<file path="src/include/csr_defs.svh">
/*
  Bit positions inside mstatus and mie/mip,
  mstatus write mask and the fixed misa value
*/
`ifndef CSR_DEFS_SVH
`define CSR_DEFS_SVH

// mstatus fields
`define CSR_MST_MIE  3
`define CSR_MST_MPIE 7

// mie enables, mip uses the same layout
`define CSR_MIE_MSIE 3
`define CSR_MIE_MTIE 7
`define CSR_MIE_MEIE 11

// MXL = 1 (32-bit) and the I extension only
`define CSR_MISA_VAL 32'h4000_0100

// Only MIE and MPIE are implemented
`define CSR_MSTATUS_WMASK 32'h0000_0088

`endif
</file>
<file path="src/hw/csr_pkg.sv">
/*
  Shared types for the machine-mode CSR unit:
  data, address and counter widths, CSR address and
  operation enums, mcause values, interrupt enable bit
  order and the trap redirect struct
*/
`default_nettype none

package csr_pkg;

  localparam int XLEN    = 32;
  localparam int CYCLE_W = 64;

  typedef logic [XLEN-1:0]    rdata_t;
  typedef logic [XLEN-1:0]    pc_t;
  typedef logic [XLEN-1:0]    imm_t;
  typedef logic [CYCLE_W-1:0] cycle_t;

  // Supported CSR addresses, anything else reads zero
  typedef enum logic [11:0] {
    CSR_MSTATUS  = 12'h300,
    CSR_MISA     = 12'h301,
    CSR_MIE      = 12'h304,
    CSR_MTVEC    = 12'h305,
    CSR_MSCRATCH = 12'h340,
    CSR_MEPC     = 12'h341,
    CSR_MCAUSE   = 12'h342,
    CSR_MIP      = 12'h344,
    CSR_CYCLE    = 12'hC00,
    CSR_CYCLEH   = 12'hC80
  } csr_addr_e;

  typedef enum logic [2:0] {
    CSR_NONE = 3'd0,
    CSR_RW   = 3'd1,
    CSR_RS   = 3'd2,
    CSR_RC   = 3'd3,
    CSR_RWI  = 3'd4,
    CSR_RSI  = 3'd5,
    CSR_RCI  = 3'd6
  } csr_op_e;

  // mcause encodings, interrupt flag in the MSB
  typedef enum logic [XLEN-1:0] {
    CAUSE_M_EXT_IRQ   = 32'h8000_000B,
    CAUSE_M_SW_IRQ    = 32'h8000_0003,
    CAUSE_M_TIMER_IRQ = 32'h8000_0007,
    CAUSE_ILLEGAL     = 32'h0000_0002,
    CAUSE_FETCH_FAULT = 32'h0000_0001,
    CAUSE_ECALL       = 32'h0000_000B,
    CAUSE_EBREAK      = 32'h0000_0003
  } cause_e;

  // Order of the three enables carried from mie to the trap FSM
  localparam int IRQ_W       = 3;
  localparam int IRQ_SW_BIT  = 0;
  localparam int IRQ_TMR_BIT = 1;
  localparam int IRQ_EXT_BIT = 2;

  // Redirect request towards fetch
  typedef struct packed {
    logic active;
    pc_t  target;
  } trap_t;

endpackage

`default_nettype wire

</file>
<file path="src/hw/csr_trap_if.sv">
/*
  Trap side-band between the trap FSM and the CSR
  register file: trap entry and mret strobes one way,
  interrupt enables and vector state the other way
*/
`timescale 1ns/100ps
`default_nettype none

interface csr_trap_if import csr_pkg::*; ();

  // Strobes, never high in the same cycle
  logic   take_trap;
  cause_e trap_cause;
  pc_t    trap_epc;
  logic   do_mret;

  // Current CSR state seen by the FSM
  logic             mstatus_mie;
  logic [IRQ_W-1:0] mie_bits;
  rdata_t           mtvec;
  pc_t              mepc;

  modport fsm (
    output take_trap, trap_cause, trap_epc, do_mret,
    input  mstatus_mie, mie_bits, mtvec, mepc
  );

  modport regfile (
    input  take_trap, trap_cause, trap_epc, do_mret,
    output mstatus_mie, mie_bits, mtvec, mepc
  );

endinterface

`default_nettype wire

</file>
<file path="src/hw/csr_unit_top.sv">
/*
  CSR unit top level with plain ports: cycle counter,
  trap FSM and CSR register file joined by the trap
  side-band interface
*/
`timescale 1ns/100ps
`default_nettype none

module csr_unit_top
  import csr_pkg::*;
#(
  parameter rdata_t MTVEC_RESET = 32'h0000_1000
)(
  input  wire       clk,
  input  wire       rst_n_i,
  input  wire       stall_i,
  input  csr_op_e   csr_op_i,
  input  csr_addr_e csr_addr_i,
  input  rdata_t    rs1_i,
  input  imm_t      imm_i,
  input  wire       ext_irq_i,
  input  wire       sw_irq_i,
  input  wire       timer_irq_i,
  input  wire       illegal_i,
  input  pc_t       illegal_pc_i,
  input  wire       will_jump_i,
  input  wire       fetch_fault_i,
  input  wire       ecall_i,
  input  wire       ebreak_i,
  input  wire       mret_i,
  input  pc_t       pc_i,
  output rdata_t    csr_rd_o,
  output trap_t     trap_o
);

  cycle_t count;

  csr_trap_if trap_bus ();

  csr_cycle_counter csr_cycle_counter_i (
    .clk     (clk),
    .rst_n_i (rst_n_i),
    .count_o (count)
  );

  csr_trap_fsm csr_trap_fsm_i (
    .clk           (clk),
    .rst_n_i       (rst_n_i),
    .stall_i       (stall_i),
    .ext_irq_i     (ext_irq_i),
    .sw_irq_i      (sw_irq_i),
    .timer_irq_i   (timer_irq_i),
    .illegal_i     (illegal_i),
    .will_jump_i   (will_jump_i),
    .fetch_fault_i (fetch_fault_i),
    .ecall_i       (ecall_i),
    .ebreak_i      (ebreak_i),
    .mret_i        (mret_i),
    .pc_i          (pc_i),
    .illegal_pc_i  (illegal_pc_i),
    .trap_bus      (trap_bus.fsm),
    .trap_o        (trap_o)
  );

  csr_regfile #(
    .MTVEC_RESET (MTVEC_RESET)
  ) csr_regfile_i (
    .clk         (clk),
    .rst_n_i     (rst_n_i),
    .stall_i     (stall_i),
    .csr_op_i    (csr_op_i),
    .csr_addr_i  (csr_addr_i),
    .rs1_i       (rs1_i),
    .imm_i       (imm_i),
    .ext_irq_i   (ext_irq_i),
    .sw_irq_i    (sw_irq_i),
    .timer_irq_i (timer_irq_i),
    .count_i     (count),
    .trap_bus    (trap_bus.regfile),
    .csr_rd_o    (csr_rd_o)
  );

endmodule

`default_nettype wire

</file>
<file path="src/hw/csr_regfile.sv">
/*
  Machine-mode CSR storage: combinational read mux,
  masked read-write / set / clear updates, mip sampling
  and the mstatus, mepc and mcause updates on trap entry
  and mret
*/
`timescale 1ns/100ps
`default_nettype none
`include "csr_defs.svh"

module csr_regfile
  import csr_pkg::*;
#(
  parameter rdata_t MTVEC_RESET = 32'h0000_1000
)(
  input  wire        clk,
  input  wire        rst_n_i,
  input  wire        stall_i,
  input  csr_op_e    csr_op_i,
  input  csr_addr_e  csr_addr_i,
  input  rdata_t     rs1_i,
  input  imm_t       imm_i,
  input  wire        ext_irq_i,
  input  wire        sw_irq_i,
  input  wire        timer_irq_i,
  input  cycle_t     count_i,
  csr_trap_if.regfile trap_bus,
  output rdata_t     csr_rd_o
);

  // MSIE, MTIE and MEIE
  localparam rdata_t MIE_WMASK   = 32'h0000_0888;
  // Bit 1 of mtvec is reserved
  localparam rdata_t MTVEC_WMASK = 32'hFFFF_FFFD;
  localparam rdata_t MEPC_WMASK  = 32'hFFFF_FFFC;

  rdata_t mstatus_q, mstatus_d;
  rdata_t mie_q, mie_d;
  rdata_t mtvec_q, mtvec_d;
  rdata_t mscratch_q, mscratch_d;
  rdata_t mepc_q, mepc_d;
  rdata_t mcause_q, mcause_d;

  logic [IRQ_W-1:0] irq_q;
  rdata_t           mip_word;
  logic             wr_en;

  // Operation result merged into the old value under the write mask
  function automatic rdata_t csr_write(csr_op_e op, rdata_t old_val, rdata_t rs1,
                                       imm_t imm, rdata_t mask);
    rdata_t new_val;

    case (op)
      CSR_RW:  new_val = rs1;
      CSR_RS:  new_val = old_val | rs1;
      CSR_RC:  new_val = old_val & ~rs1;
      CSR_RWI: new_val = imm;
      CSR_RSI: new_val = old_val | imm;
      CSR_RCI: new_val = old_val & ~imm;
      default: new_val = old_val;
    endcase
    return (old_val & ~mask) | (new_val & mask);
  endfunction

  always_comb begin : mip_build
    mip_word                = '0;
    mip_word[`CSR_MIE_MSIE] = irq_q[IRQ_SW_BIT];
    mip_word[`CSR_MIE_MTIE] = irq_q[IRQ_TMR_BIT];
    mip_word[`CSR_MIE_MEIE] = irq_q[IRQ_EXT_BIT];
  end

  // Read side, same cycle as the address
  always_comb begin : rd_mux
    case (csr_addr_i)
      CSR_MSTATUS:  csr_rd_o = mstatus_q;
      CSR_MISA:     csr_rd_o = `CSR_MISA_VAL;
      CSR_MIE:      csr_rd_o = mie_q;
      CSR_MTVEC:    csr_rd_o = mtvec_q;
      CSR_MSCRATCH: csr_rd_o = mscratch_q;
      CSR_MEPC:     csr_rd_o = mepc_q;
      CSR_MCAUSE:   csr_rd_o = mcause_q;
      CSR_MIP:      csr_rd_o = mip_word;
      CSR_CYCLE:    csr_rd_o = count_i[XLEN-1:0];
      CSR_CYCLEH:   csr_rd_o = count_i[CYCLE_W-1:XLEN];
      default:      csr_rd_o = '0;
    endcase
  end

  always_comb begin : wr_next
    wr_en = (csr_op_i != CSR_NONE) && !stall_i && !trap_bus.take_trap;

    mstatus_d  = mstatus_q;
    mie_d      = mie_q;
    mtvec_d    = mtvec_q;
    mscratch_d = mscratch_q;
    mepc_d     = mepc_q;
    mcause_d   = mcause_q;

    if (wr_en) begin
      case (csr_addr_i)
        CSR_MSTATUS:
          mstatus_d = csr_write(csr_op_i, mstatus_q, rs1_i, imm_i, `CSR_MSTATUS_WMASK);
        CSR_MIE:      mie_d      = csr_write(csr_op_i, mie_q, rs1_i, imm_i, MIE_WMASK);
        CSR_MTVEC:    mtvec_d    = csr_write(csr_op_i, mtvec_q, rs1_i, imm_i, MTVEC_WMASK);
        CSR_MSCRATCH: mscratch_d = csr_write(csr_op_i, mscratch_q, rs1_i, imm_i, '1);
        CSR_MEPC:     mepc_d     = csr_write(csr_op_i, mepc_q, rs1_i, imm_i, MEPC_WMASK);
        default: ;
      endcase
    end

    // Trap side effects override any instruction write
    if (trap_bus.take_trap) begin
      mstatus_d[`CSR_MST_MPIE] = mstatus_q[`CSR_MST_MIE];
      mstatus_d[`CSR_MST_MIE]  = 1'b0;
      mepc_d                   = trap_bus.trap_epc & MEPC_WMASK;
      mcause_d                 = rdata_t'(trap_bus.trap_cause);
    end else if (trap_bus.do_mret) begin
      mstatus_d[`CSR_MST_MIE]  = mstatus_q[`CSR_MST_MPIE];
      mstatus_d[`CSR_MST_MPIE] = 1'b1;
    end
  end

  always_ff @(posedge clk or negedge rst_n_i) begin
    if (!rst_n_i) begin
      mstatus_q  <= '0;
      mie_q      <= '0;
      mtvec_q    <= MTVEC_RESET;
      mscratch_q <= '0;
      mepc_q     <= '0;
      mcause_q   <= '0;
      irq_q      <= '0;
    end else begin
      mstatus_q  <= mstatus_d;
      mie_q      <= mie_d;
      mtvec_q    <= mtvec_d;
      mscratch_q <= mscratch_d;
      mepc_q     <= mepc_d;
      mcause_q   <= mcause_d;
      // mip follows the raw lines one cycle late
      irq_q[IRQ_SW_BIT]  <= sw_irq_i;
      irq_q[IRQ_TMR_BIT] <= timer_irq_i;
      irq_q[IRQ_EXT_BIT] <= ext_irq_i;
    end
  end

  assign trap_bus.mstatus_mie           = mstatus_q[`CSR_MST_MIE];
  assign trap_bus.mie_bits[IRQ_SW_BIT]  = mie_q[`CSR_MIE_MSIE];
  assign trap_bus.mie_bits[IRQ_TMR_BIT] = mie_q[`CSR_MIE_MTIE];
  assign trap_bus.mie_bits[IRQ_EXT_BIT] = mie_q[`CSR_MIE_MEIE];
  assign trap_bus.mtvec                 = mtvec_q;
  assign trap_bus.mepc                  = mepc_q;

endmodule

`default_nettype wire

</file>
<file path="src/hw/csr_trap_fsm.sv">
/*
  Trap control: interrupt gating, fixed-priority
  trap selection, handler address generation, mret
  handling and the RUN / IN_HANDLER state machine
*/
`timescale 1ns/100ps
`default_nettype none

module csr_trap_fsm
  import csr_pkg::*;
(
  input  wire         clk,
  input  wire         rst_n_i,
  input  wire         stall_i,
  input  wire         ext_irq_i,
  input  wire         sw_irq_i,
  input  wire         timer_irq_i,
  input  wire         illegal_i,
  input  wire         will_jump_i,
  input  wire         fetch_fault_i,
  input  wire         ecall_i,
  input  wire         ebreak_i,
  input  wire         mret_i,
  input  pc_t         pc_i,
  input  pc_t         illegal_pc_i,
  csr_trap_if.fsm     trap_bus,
  output trap_t       trap_o
);

  typedef enum logic {
    RUN,
    IN_HANDLER
  } state_e;

  state_e state_q, state_d;
  trap_t  trap_q, trap_d;

  logic   irq_ext, irq_sw, irq_tmr;
  logic   exc_ok;
  logic   trap_req, mret_req;
  cause_e cause;
  pc_t    epc;
  pc_t    base;
  pc_t    vec_off;

  always_comb begin : trap_select
    irq_ext = ext_irq_i   & trap_bus.mstatus_mie & trap_bus.mie_bits[IRQ_EXT_BIT];
    irq_sw  = sw_irq_i    & trap_bus.mstatus_mie & trap_bus.mie_bits[IRQ_SW_BIT];
    irq_tmr = timer_irq_i & trap_bus.mstatus_mie & trap_bus.mie_bits[IRQ_TMR_BIT];

    // Synchronous traps wait for the pipeline to move
    exc_ok   = ~stall_i;
    trap_req = 1'b1;
    cause    = CAUSE_EBREAK;
    epc      = pc_i;

    if (irq_ext) begin
      cause = CAUSE_M_EXT_IRQ;
    end else if (irq_sw) begin
      cause = CAUSE_M_SW_IRQ;
    end else if (irq_tmr) begin
      cause = CAUSE_M_TIMER_IRQ;
    end else if (exc_ok && illegal_i && !will_jump_i) begin
      cause = CAUSE_ILLEGAL;
      epc   = illegal_pc_i;
    end else if (exc_ok && fetch_fault_i) begin
      cause = CAUSE_FETCH_FAULT;
    end else if (exc_ok && ecall_i) begin
      cause = CAUSE_ECALL;
    end else if (exc_ok && ebreak_i) begin
      cause = CAUSE_EBREAK;
    end else begin
      trap_req = 1'b0;
    end

    mret_req = mret_i & exc_ok & (state_q == IN_HANDLER) & ~trap_req;

    // Vectored offset applies to interrupts only, code fits in 4 bits
    base    = {trap_bus.mtvec[XLEN-1:2], 2'b00};
    vec_off = '0;
    if (trap_bus.mtvec[0] && cause[XLEN-1]) begin
      vec_off = {{(XLEN-6){1'b0}}, cause[3:0], 2'b00};
    end

    trap_d = '0;
    if (trap_req) begin
      trap_d.active = 1'b1;
      trap_d.target = base + vec_off;
    end else if (mret_req) begin
      trap_d.active = 1'b1;
      trap_d.target = trap_bus.mepc;
    end

    state_d = state_q;
    if (trap_req) begin
      state_d = IN_HANDLER;
    end else if (mret_req) begin
      state_d = RUN;
    end
  end

  assign trap_bus.take_trap  = trap_req;
  assign trap_bus.trap_cause = cause;
  assign trap_bus.trap_epc   = epc;
  assign trap_bus.do_mret    = mret_req;

  always_ff @(posedge clk or negedge rst_n_i) begin
    if (!rst_n_i) begin
      state_q <= RUN;
      trap_q  <= '0;
    end else begin
      state_q <= state_d;
      trap_q  <= trap_d;
    end
  end

  assign trap_o = trap_q;

endmodule

`default_nettype wire

</file>
<file path="src/hw/csr_cycle_counter.sv">
/*
  Free-running 64-bit cycle counter behind the
  cycle and cycleh CSRs
*/
`timescale 1ns/100ps
`default_nettype none

module csr_cycle_counter
  import csr_pkg::*;
(
  input  wire    clk,
  input  wire    rst_n_i,
  output cycle_t count_o
);

  cycle_t count_q;

  // Wraps silently after 2^64 cycles
  always_ff @(posedge clk or negedge rst_n_i) begin
    if (!rst_n_i) begin
      count_q <= '0;
    end else begin
      count_q <= count_q + cycle_t'(1);
    end
  end

  assign count_o = count_q;

endmodule

`default_nettype wire

</file>
<file path="config.mk">
export PLATFORM = sky130hd
export DESIGN_NAME = csr_unit_top
export DESIGN_NICKNAME = d
export VERILOG_FILES = /design/src/hw/csr_pkg.sv /design/src/hw/csr_trap_if.sv /design/src/hw/csr_unit_top.sv /design/src/hw/csr_regfile.sv /design/src/hw/csr_trap_fsm.sv /design/src/hw/csr_cycle_counter.sv
export VERILOG_INCLUDE_DIRS = /design/src /design/src/include
export SDC_FILE = /design/constraint.sdc
export NUM_CORES = 1
export LEC_CHECK = 0
export ABC_AREA = 1
export BUFFER_PORTS_ARGS = -buffer_cell sky130_fd_sc_hd__buf_2
export CORE_UTILIZATION = 30
export DETAILED_ROUTE_END_ITERATION = 10
export SYNTH_ARGS = -nofsm -noshare
export SYNTH_HDL_FRONTEND = slang
export SYNTH_SLANG_ARGS = --single-unit
</file>
<file path="constraint.sdc">
create_clock -name clk -period 2.55 [get_ports clk]
set_input_delay 0.51 -clock clk [delete_from_list [all_inputs] [get_ports clk]]
set_output_delay 0.51 -clock clk [all_outputs]
set_load 0.02 [all_outputs]
</file>
### After elaboration in Yosys (flattened, before gate mapping)

Index checks and enable logic that the tools add are counted.

| storage, ports and cells | value |
|---|---|
| logic and storage cells | 136 |
| register bits after elaboration | 293 |
| bits of input ports | 155 |

| operators by class | value |
|---|---|
| reduce and logical (&&, ||, !) cells | 24 |
| equality and inequality tests | 16 |
| bitwise logic cells | 37 |
| add/sub/neg operators | 2 |
| multiplexer cells | 45 |

Operators with widths:

| kind | number |
|---|---|
| one-hot mux 32 bit (6 select lines) | 3 |
| two-way mux 32 bit | 16 |
| one-hot mux 32 bit (10 select lines) | 1 |
| AND 32 bit | 6 |
| bitwise OR 32 bit | 6 |
| equality test 12 x 10 -> 1 bit (second input constant) | 8 |
| one-hot mux 12 bit (6 select lines) | 1 |
| two-way mux 33 bit | 2 |
| adder 64 x 1 -> 64 bit (second input constant) | 1 |
| inverter 32 bit | 2 |
| bitwise OR 2 x 32 -> 32 bit | 2 |
| one-hot mux 8 bit (6 select lines) | 1 |
| adder 32 x 6 -> 32 bit | 1 |
| two-way mux 8 bit | 4 |
| bitwise OR 32 x 12 -> 32 bit | 1 |
| bitwise OR 32 x 8 -> 32 bit | 1 |
| AND 12 bit | 2 |
| equality test 12 bit (second input constant) | 2 |
| two-way mux 12 bit | 2 |
| bitwise OR 12 bit | 2 |
| AND 8 bit | 2 |
| bitwise OR 8 bit | 2 |
| two-way mux 1 bit | 13 |
| AND reduction 2 bit | 5 |
| other kinds (13) | 38 |

### Longest topological paths before layout

Gate-level depths: netlist of the first run.

| depth | value |
|---|---|
| depth after elaboration | 17 |
| depth in mapped cells | 19 |
| depth with buffers taken out | 19 |

### Hierarchy

Synthesis of the first run repeated with hierarchy kept, for this count alone.

| unflattened totals | value |
|---|---|
| cells, all modules | 2,527 |
| area, all modules | 16,275.6 um^2 |

Modules (own cells, without submodules):

| module | cells an instance | area each (um^2) | times used |
|---|---|---|---|
| csr_regfile | 1,514 | 9,546.7 | 1 |
| csr_cycle_counter | 514 | 3,698.5 | 1 |
| csr_trap_fsm | 499 | 3,030.4 | 1 |

### Worst setup path before layout of the first run

Ideal clock, no wire load.

| timing path | value |
|---|---|
| path type | in2reg |
| start | input sw_irq_i |
| end | register csr_trap_fsm_i.trap_q (netlist bit csr_trap_fsm_i.trap_o[14]) |
| required time | 2.424 ns |
| buffers on the path | 0 |
| arrival time | 2.510 ns |
| stages on the path | 17 |
| slack | -0.086 ns |
| cell sequence | nand3_1 -> nand2_1 -> inv_1 -> nand2_1 -> nand2_1 -> inv_1 -> ha_1 -> inv_1 -> fa_1 -> inv_1 -> nand3_1 -> nand2_1 -> nand2_1 -> nor3_2 -> nand2_1 -> o21ai_0 -> o21ai_0 |

RTL lines:

| what | line | source |
|---|---|---|
| from (decl) | csr_unit_top.sv:22 | `input wire sw_irq_i,` |
| to (signal assigned) | csr_trap_fsm.sv:113 | `trap_q <= trap_d;` |
| to (decl) | csr_trap_fsm.sv:36 | `trap_t trap_q, trap_d;` |

### Worst setup path in the final report of the first run

| timing path | value |
|---|---|
| start | input csr_addr_i[7] |
| end | output csr_rd_o[30] |

| between the ends | value |
|---|---|
| longest elaborated chain between the ends | 2 |
| elaborated cells on any way between the ends | 11 |
| classes of those cells | 10 x eq/ne; 1 x mux |

Ends and longest elaborated chain:

| what | line | source |
|---|---|---|
| from (decl) | csr_unit_top.sv:18 | `input csr_addr_e csr_addr_i,` |
| equality test 12 bit / equality test 12 x 10 -> 1 bit (equally long branches) | csr_regfile.sv:74 | `case (csr_addr_i)` |
| one-hot mux 32 bit (10 select lines) * | csr_regfile.sv:74 |  |
| to (decl) | csr_unit_top.sv:32 | `output rdata_t csr_rd_o,` |

Every way passes the cells marked *; elsewhere a longest branch is shown, timed or not.

==> impl_metrics.py, run 1 <==
metrics = {
    "status": {
        "status": "complete, but fails checks",
        "violations": "setup timing",
    },
    "final_layout": {
        "mostFrequentLayoutCells": "nand2_1, o21ai_0, nor2_1",
        "final_nets": 2783,
        "layout-drive-gt1-share": 0.213,
        "final_common_cell": "nand2_1",
        "syn2layout_area_growth_pct": 32.1,
        "fin_area_um2": 19400,
        "fillers": 5064,
        "final_core_util": 0.404,
    },
    "synth": {
        "synth_edf_count": 0,
        "ys_types": 49,
        "ys_async_sr_fraction": 1.00,
        "synth-seq-cells": 203,
        "synth.top_cells.by_area": "dfrtp_1, nand2_1, o21ai_0",
        "synthSimpleGateAreaFrac": 0.370,
        "synth_top_family_by_area": "simple AND/OR/NAND/NOR gates",
        "synth.area.mux_share": 0,
        "synth_compound_area_frac": 0.144,
        "synth-main-ff-cell": "dfrtp_1",
        "yosys_warnings": 0,
        "post_synth_fa_ha_maj_area_fraction": 0.00561,
        "yosysTopAreaCell": "dfrtp_1",
        "syn_nets": 2466,
        "ys_seq_area_frac": 0.345,
        "synthXorXnorAreaFrac": 0.0393,
        "syn_area_um2": 14700,
        "yosysTopAreaCellShare": 0.344,
        "syn-instance-count": 2305,
        "syn_area_per_cell_um2": 6.38,
    },
    "placed_design": {
        "routabilityCongestion": 0.988,
        "post-dp-hpwl_um": 54200,
        "dpl_cell_area_um2": 17500,
        "port_buffers": 215,
    },
    "timing": {
        "whs_ns": 0.0687,
        "fmax_mhz": 389,
        "setup_ws_ns": -0.0199,
        "final-setup-viol-count": 5,
        "timing.slew.headroom": 0.583,
        "clock_skew_ns": 0.0107,
        "fin_crit_ns": 2.57,
        "hold_viol_final": 0,
        "rsz0062_at_grt": "yes",
        "maxSlewViolCount": 0,
        "finalCritPeriodShare": 1.01,
        "worstMarginPinSlew_ns": 0.624,
    },
    "clock_network": {
        "cts_tree": "done",
        "clkSlewWorstSetupHoldPaths_ns": 0.06,
        "cts-buffers-inserted": 28,
        "clock_path_buffers": 3,
        "clk_latency_ns": 0.57,
        "cts_max_level": 1,
        "cts_sinks": 203,
        "cts-root-buf": "clkbuf_16",
    },
    "route": {
        "dr.pass1.iters": 8,
        "antenna_left": 0,
        "wl_per_cell_um": 21.8,
        "drc": 0,
        "wl_um": 71100,
        "vias_per_cell": 5.38,
        "vias": 17548,
        "drt_iter0_markers": 2001,
    },
    "power": {
        "powerDensity_nw_per_um2": 482,
        "ir_worst_vdd_mv": 0.381,
        "leakage_nw": 9.60,
    },
    "hold_path": {
        "whs_path_depth": 1,
        "hp-class": "in -> reg",
    },
    "critical_path": {
        "critPathKind": "in -> out",
        "start_kind": "input port",
        "cp.arrival_ns": 2.06,
        "path_max_fanout": 14,
        "critPathCaptureType": "output pin",
        "required_ns": 2.04,
        "r2r_cells": 20,
    },
    "floorplanning": {
        "std_cell_rows": 80,
        "die_area_um2": 49900,
        "initial_core_util": 0.306,
        "boundaryPins": 220,
        "fp.coreArea_um2": 48000,
        "die_width_um": 223,
        "die_y_um": 223,
    },
    "global_routing": {
        "grt_overflow": 0,
        "grt_max_degree": 90,
        "grt_pass1_vias": 16721,
        "antenna_found_initial": 3,
        "track_usage": 0.278,
        "grt_pass1_wl_um": 104000,
    },
    "flow_run": {
        "drv_cap": 0,
    },
}
[power by group]
part	switching (mW)	internal (mW)
combinational	0.934	0.462
clock	1.68	2.82
sequential	0.130	3.35
total	2.74	6.63
[cell usage after synthesis (2+ instances only)]
master and number:
o21ai_1 13, nor2_1 282, nor3_1 48, buf_1 4, o31ai_1 3, nor4_1 2
dfrtp_1 202, nand3b_1 3, inv_2 13, buf_2 43, o21bai_1 2, nand2_2 3
o21ai_0 280, nand4_1 54, xnor2_1 5, nor2_2 5, o2111ai_1 5, nand2_1 695
and3_1 2, nand3_4 3, a31oi_1 2, a21oi_1 23, nand3_1 180, buf_6 5
nand2_4 2, xor2_1 61, o211ai_1 18, o22ai_1 41, nand3_2 6, inv_1 243
clkbuf_1 31, ha_1 5, buf_4 3, nor2_4 2, nor3_2 2
[sequential cells by signal, indices dropped and copies added (netlist names)]
register                      count
csr_trap_fsm_i.trap_o            32
csr_regfile_i.trap_bus.mtvec     31
csr_regfile_i.mcause_q            5
csr_regfile_i.trap_bus.mepc      30
csr_regfile_i.mie_q               3
csr_cycle_counter_i.count_o      64
csr_regfile_i.mstatus_q           2
csr_regfile_i.mscratch_q         32
csr_trap_fsm_i.state_q            1
csr_regfile_i.irq_q               3
[path summary, 6_finish.rpt]
| path | start | to | slack, ns |
|---|---|---|---|
| max | csr_addr_i[7] | csr_rd_o[30] | -0.02 |
| min | sw_irq_i | csr_regfile_i.irq_q[0]$_DFF_PN0_ | 0.07 |
| max reg2reg | csr_regfile_i.mstatus_q[3]$_DFFE_PN0P_ | csr_trap_fsm_i.trap_o[28]$_DFF_PN0_ | 0.08 |
| min reg2reg | csr_cycle_counter_i.count_o[11]$_DFF_PN0_ | csr_cycle_counter_i.count_o[11]$_DFF_PN0_ | 0.46 |
| max in group asynchronous | rst_n_i | csr_trap_fsm_i.trap_o[21]$_DFF_PN0_ | 1.30 |
| min in group asynchronous | rst_n_i | csr_cycle_counter_i.count_o[16]$_DFF_PN0_ | 0.42 |
[per-stage QoR]
stage | setup slack (ns) | TNS, ns | std cells | total power [mW]
floorplan | 0.00145 | 0 | 2305 | 4.20
global placement | -0.366 | -6.19 | 3197 | 4.84
detailed placement | -0.387 | -8.00 | 3197 | 4.87
CTS | -0.0339 | -0.0621 | 3251 | 9.38
global route | -0.0993 | -0.689 | 3258 | 9.67
finish | -0.0199 | -0.0701 | 3259 | 9.37
[cell families (layout without fill, tap and decap cells)]
logic type / count (synthesis) / after routing
buf+inv: 345 / 683
other cells: 1 / 2
simple gates: 1291 / 1291
flops: 203 / 203
fa+ha+maj: 6 / 6
compound gates: 393 / 393
xor+xnor: 66 / 66
[metal layers]
metal	vias up	global-route usage	routed length [um]
met1	8415	0.389	31300
met3	156	0.0356	5330
met4	6	0.0963	2560
met2	821	0.440	31900
li1	8150	-	-
met5	-	0	42
[what timing repair did]
action / CTS / global route
resized for setup: 62 / 135
setup endpoints to repair: 42 / 56
endpoints found under the hold margin: 36 / 0
pin swaps: 4 / 36
buffers inserted: 2 / 6
cloned: 0 / 3
hold buffers: 1 / 0
[layout make-up]
class | count | area, um2 | share of cell area
Antenna cell | 1 | 2.50 | 0.000129
Clock buffer | 37 | 806 | 0.0415
Clock inverter | 14 | 235 | 0.0121
Inverter | 258 | 978 | 0.0504
Multi-Input combinational cell | 1757 | 8800 | 0.453
Sequential cell | 203 | 5080 | 0.262
Tap cell | 615 | 769 | 0.0396
Timing Repair Buffer | 374 | 2750 | 0.142
[worst max-delay path, cell delays in order]
cell and delay (ns):
buf_2 0.16, inv_2 0.07, nand2_1 0.11, nor2_4 0.06, nand3_4 0.10, buf_12 0.12, clkbuf_16 0.20, o22ai_2 0.09
a21oi_2 0.26, nand3_2 0.16, buf_4 0.19
Note: power is estimated with default switching activity, not from simulation.
==> inputs of run 2 (changes only) <==
ABC_AREA = unset   (was 1)
==> impl_metrics.py, run 2 <==
metrics = {
    "route": {
        "wl_um": 57500,
        "vias_per_cell": 5.74,
        "antenna_left": 0,
        "drt_iter0_markers": 1680,
        "route.met3.wl_um": 6040,
        "drc": 0,
        "wl_per_cell_um": 23.1,
        "vias": 14278,
        "wl_met1_um": 25300,
        "top_layer_used": "met5",
        "wl_met2_um": 24200,
        "dr.pass1.iters": 9,
    },
    "critical_path": {
        "crit_start": "csr_addr_i[5]",
        "cp.arrival_ns": 2.09,
        "cp_top_family": "simple AND/OR/NAND/NOR gates",
        "start_kind": "input port",
        "cp_slowest_stage_delay_ns": 0.35,
        "critPathBufInv": 5,
        "cpMaxStageDelayCell": "nor4b_4",
        "reg2reg_from": "csr_regfile_i.mstatus_q[3]$_DFFE_PN0P_",
        "crit_top_cell": "buf_6",
        "path_max_fanout": 7,
        "critPathCaptureType": "output pin",
        "required_ns": 2.04,
        "path_cells": "buf_8, buf_6, nor4b_4, and4_4, buf_12, buf_16, a22oi_1, nand2_1, buf_6",
        "critPathKind": "in -> out",
    },
    "synth": {
        "synth_edf_count": 0,
        "post_synth_fa_ha_maj_area_fraction": 0.00619,
        "synthXorXnorAreaFrac": 0.0630,
        "synthSimpleGateAreaFrac": 0.231,
        "ys_async_sr_fraction": 1.00,
        "ys_types": 70,
        "synth_top_family_by_area": "compound AO/OA/AOI/OAI gates",
        "synth.most_common_cell": "nand2_1",
        "synth.top_cells.by_area": "dfrtp_1, nand2_1, a21oi_1",
        "syn_nets": 1750,
        "syn_area_per_cell_um2": 8.40,
        "synth-main-ff-cell": "dfrtp_1",
        "yosys_warnings": 0,
        "synth-seq-cells": 203,
        "synth_commonest_cells": "nand2_1, dfrtp_1, a21oi_1, o21ai_0, clkbuf_1",
        "synth.area.mux_share": 0.0225,
        "syn-instance-count": 1589,
        "yosysTopAreaCell": "dfrtp_1",
        "ys_seq_area_frac": 0.381,
        "yosysTopAreaCellShare": 0.379,
        "syn_area_um2": 13300,
        "synth_compound_area_frac": 0.244,
    },
    "floorplanning": {
        "die_area_um2": 45300,
        "boundaryPins": 220,
        "die_width_um": 213,
        "fp.coreArea_um2": 43500,
        "die_y_um": 213,
        "std_cell_rows": 76,
        "initial_core_util": 0.307,
    },
    "placed_design": {
        "port_buffers": 215,
        "post-dp-hpwl_um": 41900,
        "routabilityCongestion": 0.956,
    },
    "final_layout": {
        "fillers": 4317,
        "final_nets": 2042,
        "largest_register_ffs": 64,
        "layout-drive-gt1-share": 0.267,
        "mostFrequentLayoutCells": "nand2_1, dfrtp_1, buf_2",
        "syn2layout_area_growth_pct": 33.2,
        "final_common_cell": "nand2_1",
    },
    "timing": {
        "setup_ws_ns": -0.0512,
        "clock_skew_ns": 0.00851,
        "fmax_mhz": 384,
        "timing.slew.headroom": 0.611,
        "worstMarginPinSlew_ns": 0.579,
        "hold_viol_final": 0,
        "maxSlewViolCount": 0,
        "finalCritPeriodShare": 1.02,
        "tns_ns": -0.300,
        "fin_crit_ns": 2.60,
        "rsz0062_at_grt": "yes",
        "whs_ns": 0.154,
        "final-setup-viol-count": 13,
    },
    "clock_network": {
        "cts_tree": "done",
        "clock_path_buffers": 3,
        "cts_max_level": 1,
        "clk_latency_ns": 0.53,
        "cts-buffers-inserted": 25,
        "cts_sinks": 203,
        "clkSlewWorstSetupHoldPaths_ns": 0.06,
        "cts-root-buf": "clkbuf_16",
    },
    "power": {
        "leakage_nw": 8.00,
        "switchingPower_mw": 2.30,
        "powerDensity_nw_per_um2": 467,
        "ir_worst_vdd_mv": 0.462,
        "p_total_mw": 8.29,
        "p_comb_frac": 0.158,
        "intPower_mw": 5.99,
        "clkPwrFrac": 0.431,
        "switching_share": 0.278,
        "seqPwrFrac": 0.411,
    },
    "status": {
        "violations": "setup timing",
        "status": "complete, but fails checks",
    },
    "global_routing": {
        "grt_pass1_wl_um": 85800,
        "grt_max_degree": 58,
        "track_usage": 0.252,
        "antenna_found_initial": 14,
        "grt_pass1_vias": 13660,
        "grt_overflow": 0,
    },
    "flow_run": {
        "drv_cap": 0,
    },
    "hold_path": {
        "worstHoldStart": "sw_irq_i",
        "hp-class": "in -> reg",
    },
}
run 2: cell count changes after synthesis, sizes merged, moves of 33 or more:
cell,change
nand2,-466
o21ai,-179
o22ai,-33
inv,-206
nor2b,+33
clkbuf,+48
a22oi,+36
and3,+39
xnor2,+45
nand3,-127
nor2,-226
a21oi,+109
run 2: routing by layer:
layer  track usage  vias to the layer above
li1              -                     6403
met3        0.0616                      115
met1         0.365                     7006
met5             0                        -
met4        0.0742                       14
met2         0.367                      740
run 2: kinds of logic after synthesis:
family | after synthesis
and+or+nand+nor | 591
muxes | 30
other | 1
buffers and inverters | 169
AOI/OAI and AO/OA | 493
adders and majority gates | 6
xor gates and xnor gates | 96
DFF | 203
run 2: power by group through the flow:
stage | Combinational [mW] | Clock (mW) | Sequential (mW)
after floorplan | 0.606 | 0 | 3.47
after global placement | 1.24 | 0 | 3.45
after detailed placement | 1.27 | 0 | 3.46
after CTS | 1.28 | 3.61 | 3.41
after global routing | 1.42 | 3.73 | 3.42
final | 1.31 | 3.57 | 3.41
run 2: per-stage QoR:
step | std cells | util | cell area (um2) | setup slack [ns]
after floorplan | 1589 | - | 13400 | 0.00536
after global placement | 2422 | 0.371 | 16100 | -0.191
after detailed placement | 2422 | 0.371 | 16100 | -0.204
after CTS | 2481 | 0.406 | 17600 | -0.0687
after global routing | 2482 | 0.409 | 17800 | -0.150
final | 2488 | 0.409 | 17800 | -0.0512
run 2: final timing paths:
path	slack, ns	endpoint	cells past startpoint
max	-0.05	csr_rd_o[18]	9
min	0.15	csr_regfile_i.irq_q[0]$_DFF_PN0_	1
max reg2reg	0.04	csr_trap_fsm_i.trap_o[26]$_DFF_PN0_	12
min reg2reg	0.49	csr_regfile_i.mcause_q[3]$_DFFE_PN0N_	2
max in group asynchronous	1.29	csr_regfile_i.mie_q[11]$_DFFE_PN0P_	3
min in group asynchronous	0.53	csr_trap_fsm_i.trap_o[1]$_DFF_PN0_	2
run 2: area by class of cell:
type / instances / area (um2) / area share
multi-input combinational: 1217 / 7880 / 0.443
sequential: 203 / 5080 / 0.286
timing repair buffer: 384 / 3060 / 0.172
tap: 585 / 732 / 0.0412
clock buffer: 36 / 727 / 0.0409
inverter: 50 / 188 / 0.0106
clock inverter: 6 / 82.6 / 0.00465
antenna: 7 / 17.5 / 0.000986
run 2: repair_timing:
item | 4_1_cts | 5_1_grt
resized for setup | 107 | 36
setup buffers | 9 | 2
setup endpoints to repair | 40 | 51
hold buffers | 1 | 0
pin swaps | 28 | 34
cloned | 7 | 2
hold endpoints to repair | 22 | 0
==> inputs of run 3 (changes only) <==
CORE_MARGIN = 2   (was unset)
CORE_UTILIZATION = 35   (was 30)
==> impl_metrics.py, run 3 (same netlist as run 2, synthesis figures left out) <==
metrics = {
    "critical_path": {
        "critPathKind": "in -> out",
        "reg2reg_from": "csr_regfile_i.mie_q[3]$_DFFE_PN0P_",
        "cp_slowest_stage_delay_ns": 0.32,
        "cp.arrival_ns": 2.14,
        "path_max_fanout": 8,
        "crit_start": "csr_addr_i[3]",
        "cpMaxStageDelayCell": "nor4b_4",
        "start_kind": "input port",
        "required_ns": 2.04,
        "critPathCaptureType": "output pin",
        "path_cells": "buf_8, nor4bb_4, nand3_2, nor4b_4, buf_6, buf_12, a222oi_1, o31ai_1, buf_2",
    },
    "timing": {
        "fin_crit_ns": 2.65,
        "maxSlewViolCount": 0,
        "clock_skew_ns": 0.0170,
        "final-setup-viol-count": 29,
        "worstMarginPinSlew_ns": 0.752,
        "fmax_mhz": 378,
        "hold_viol_final": 0,
        "tns_ns": -1.32,
        "timing.slew.headroom": 0.495,
        "rsz0062_at_grt": "yes",
        "finalCritPeriodShare": 1.04,
        "setup_ws_ns": -0.0986,
    },
    "flow_run": {
        "drv_cap": 0,
    },
    "floorplanning": {
        "initial_core_util": 0.355,
        "die_width_um": 199,
        "fp.coreArea_um2": 37600,
        "die_y_um": 199,
        "boundaryPins": 220,
        "std_cell_rows": 71,
        "die_area_um2": 39700,
    },
    "clock_network": {
        "clk_latency_ns": 0.55,
        "cts-buffers-inserted": 26,
        "cts-root-buf": "clkbuf_16",
        "clkSlewWorstSetupHoldPaths_ns": 0.06,
        "cts_tree": "done",
        "cts_sinks": 203,
        "clock_path_buffers": 3,
        "cts_max_level": 1,
    },
    "power": {
        "ir_worst_vdd_mv": 0.351,
        "leakage_nw": 8.00,
        "p_total_mw": 8.61,
        "powerDensity_nw_per_um2": 486,
    },
    "final_layout": {
        "final_common_cell": "nand2_1",
        "fillers": 3626,
        "syn2layout_area_growth_pct": 32.8,
        "mostFrequentLayoutCells": "nand2_1, dfrtp_1, buf_2",
        "ff_latch_area_um2": 5080,
        "largest_register_ffs": 64,
        "final_nets": 2038,
        "final_core_util": 0.471,
        "final_cells": 2410,
        "multi_input_area_um2": 7880,
        "layout-drive-gt1-share": 0.259,
    },
    "placed_design": {
        "port_buffers": 215,
        "post-dp-hpwl_um": 39900,
        "routabilityCongestion": 0.942,
        "dp.cells": 2338,
        "pre_cts_ws_ns": -0.246,
    },
    "route": {
        "vias": 14274,
        "drc": 0,
        "wl_um": 56500,
        "wl_per_cell_um": 23.4,
        "dr.pass1.iters": 11,
        "vias_per_cell": 5.92,
        "drt_iter0_markers": 1862,
        "antenna_left": 0,
    },
    "global_routing": {
        "grt_overflow": 0,
        "grt_pass1_wl_um": 81700,
        "grt_max_degree": 70,
        "grt_pass1_vias": 13229,
        "track_usage": 0.273,
        "antenna_found_initial": 8,
    },
    "hold_path": {
        "worstHoldStart": "sw_irq_i",
        "hp-class": "in -> reg",
    },
    "status": {
        "status": "complete, but fails checks",
        "violations": "setup timing",
    },
}
## run 3: cell count changes in the layout (fill, tap and decap cells not counted), sizes merged
| cell | delta |
|---|---|
| clkinv | -1 |
| diode | -4 |
| clkbuf | +8 |
| bufinv | +1 |
| buf | -11 |
| clkinvlp | +2 |
| bufbuf | +1 |
## run 3: routing by layer
metal / track usage / share of wire / vias to the layer above
met5: 0 / 0.0012 / -
met2: 0.403 / 0.43 / 866
met4: 0.0768 / 0.033 / 10
li1: - / - / 6389
met1: 0.398 / 0.43 / 6891
met3: 0.0616 / 0.11 / 118
## run 3: path summary, 6_finish.rpt
path	to	slack [ns]	cells past startpoint
worst max register to register	csr_trap_fsm_i.trap_o[28]$_DFF_PN0_	0	13
worst min register to register	csr_regfile_i.mscratch_q[20]$_DFFE_PN0P_	0.49	1
max in group asynchronous	csr_cycle_counter_i.count_o[37]$_DFF_PN0_	1.53	3
worst max-delay path	csr_rd_o[1]	-0.1	9
min in group asynchronous	csr_regfile_i.irq_q[0]$_DFF_PN0_	0.38	2
worst min-delay path	csr_regfile_i.irq_q[0]$_DFF_PN0_	0.15	1
## run 3: per-stage QoR
step	hold slack (ns)	instance area [um2]
after floorplan	0.214	13400
after global placement	0.385	16000
after detailed placement	0.387	16000
after CTS	0.134	17200
after global routing	0.152	17700
final	0.154	17700
## run 3: timing repair
action | CTS | global route
cloned | 4 | 6
hold endpoints to repair | 11 | 0
buffers inserted | 3 | 8
hold buffers | 1 | 0
endpoints found under the setup margin | 40 | 57
resized for setup | 47 | 86
pin swaps | 8 | 42
## run 3: cell type report
cell class                      count  share of cell area
Multi-Input combinational cell   1217               0.445
Sequential cell                   203               0.287
Timing Repair Buffer              379               0.171
Clock buffer                       39              0.0435
Tap cell                          511              0.0361
Inverter                           50              0.0106
Clock inverter                      8             0.00692
Antenna cell                        3            0.000424
## run 3: power by group
part	switching, mW	internal [mW]
clock network	1.52	2.38
logic	0.782	0.510
registers	0.0991	3.32
total	2.40	6.21
## run 3: worst max-delay path, delay by kind of cell
kind / cells / cell delay (ns)
AO/OA/AOI/OAI: 2 / 0.24
buffers and inverters: 4 / 0.64
AND/OR/NAND/NOR: 3 / 0.75
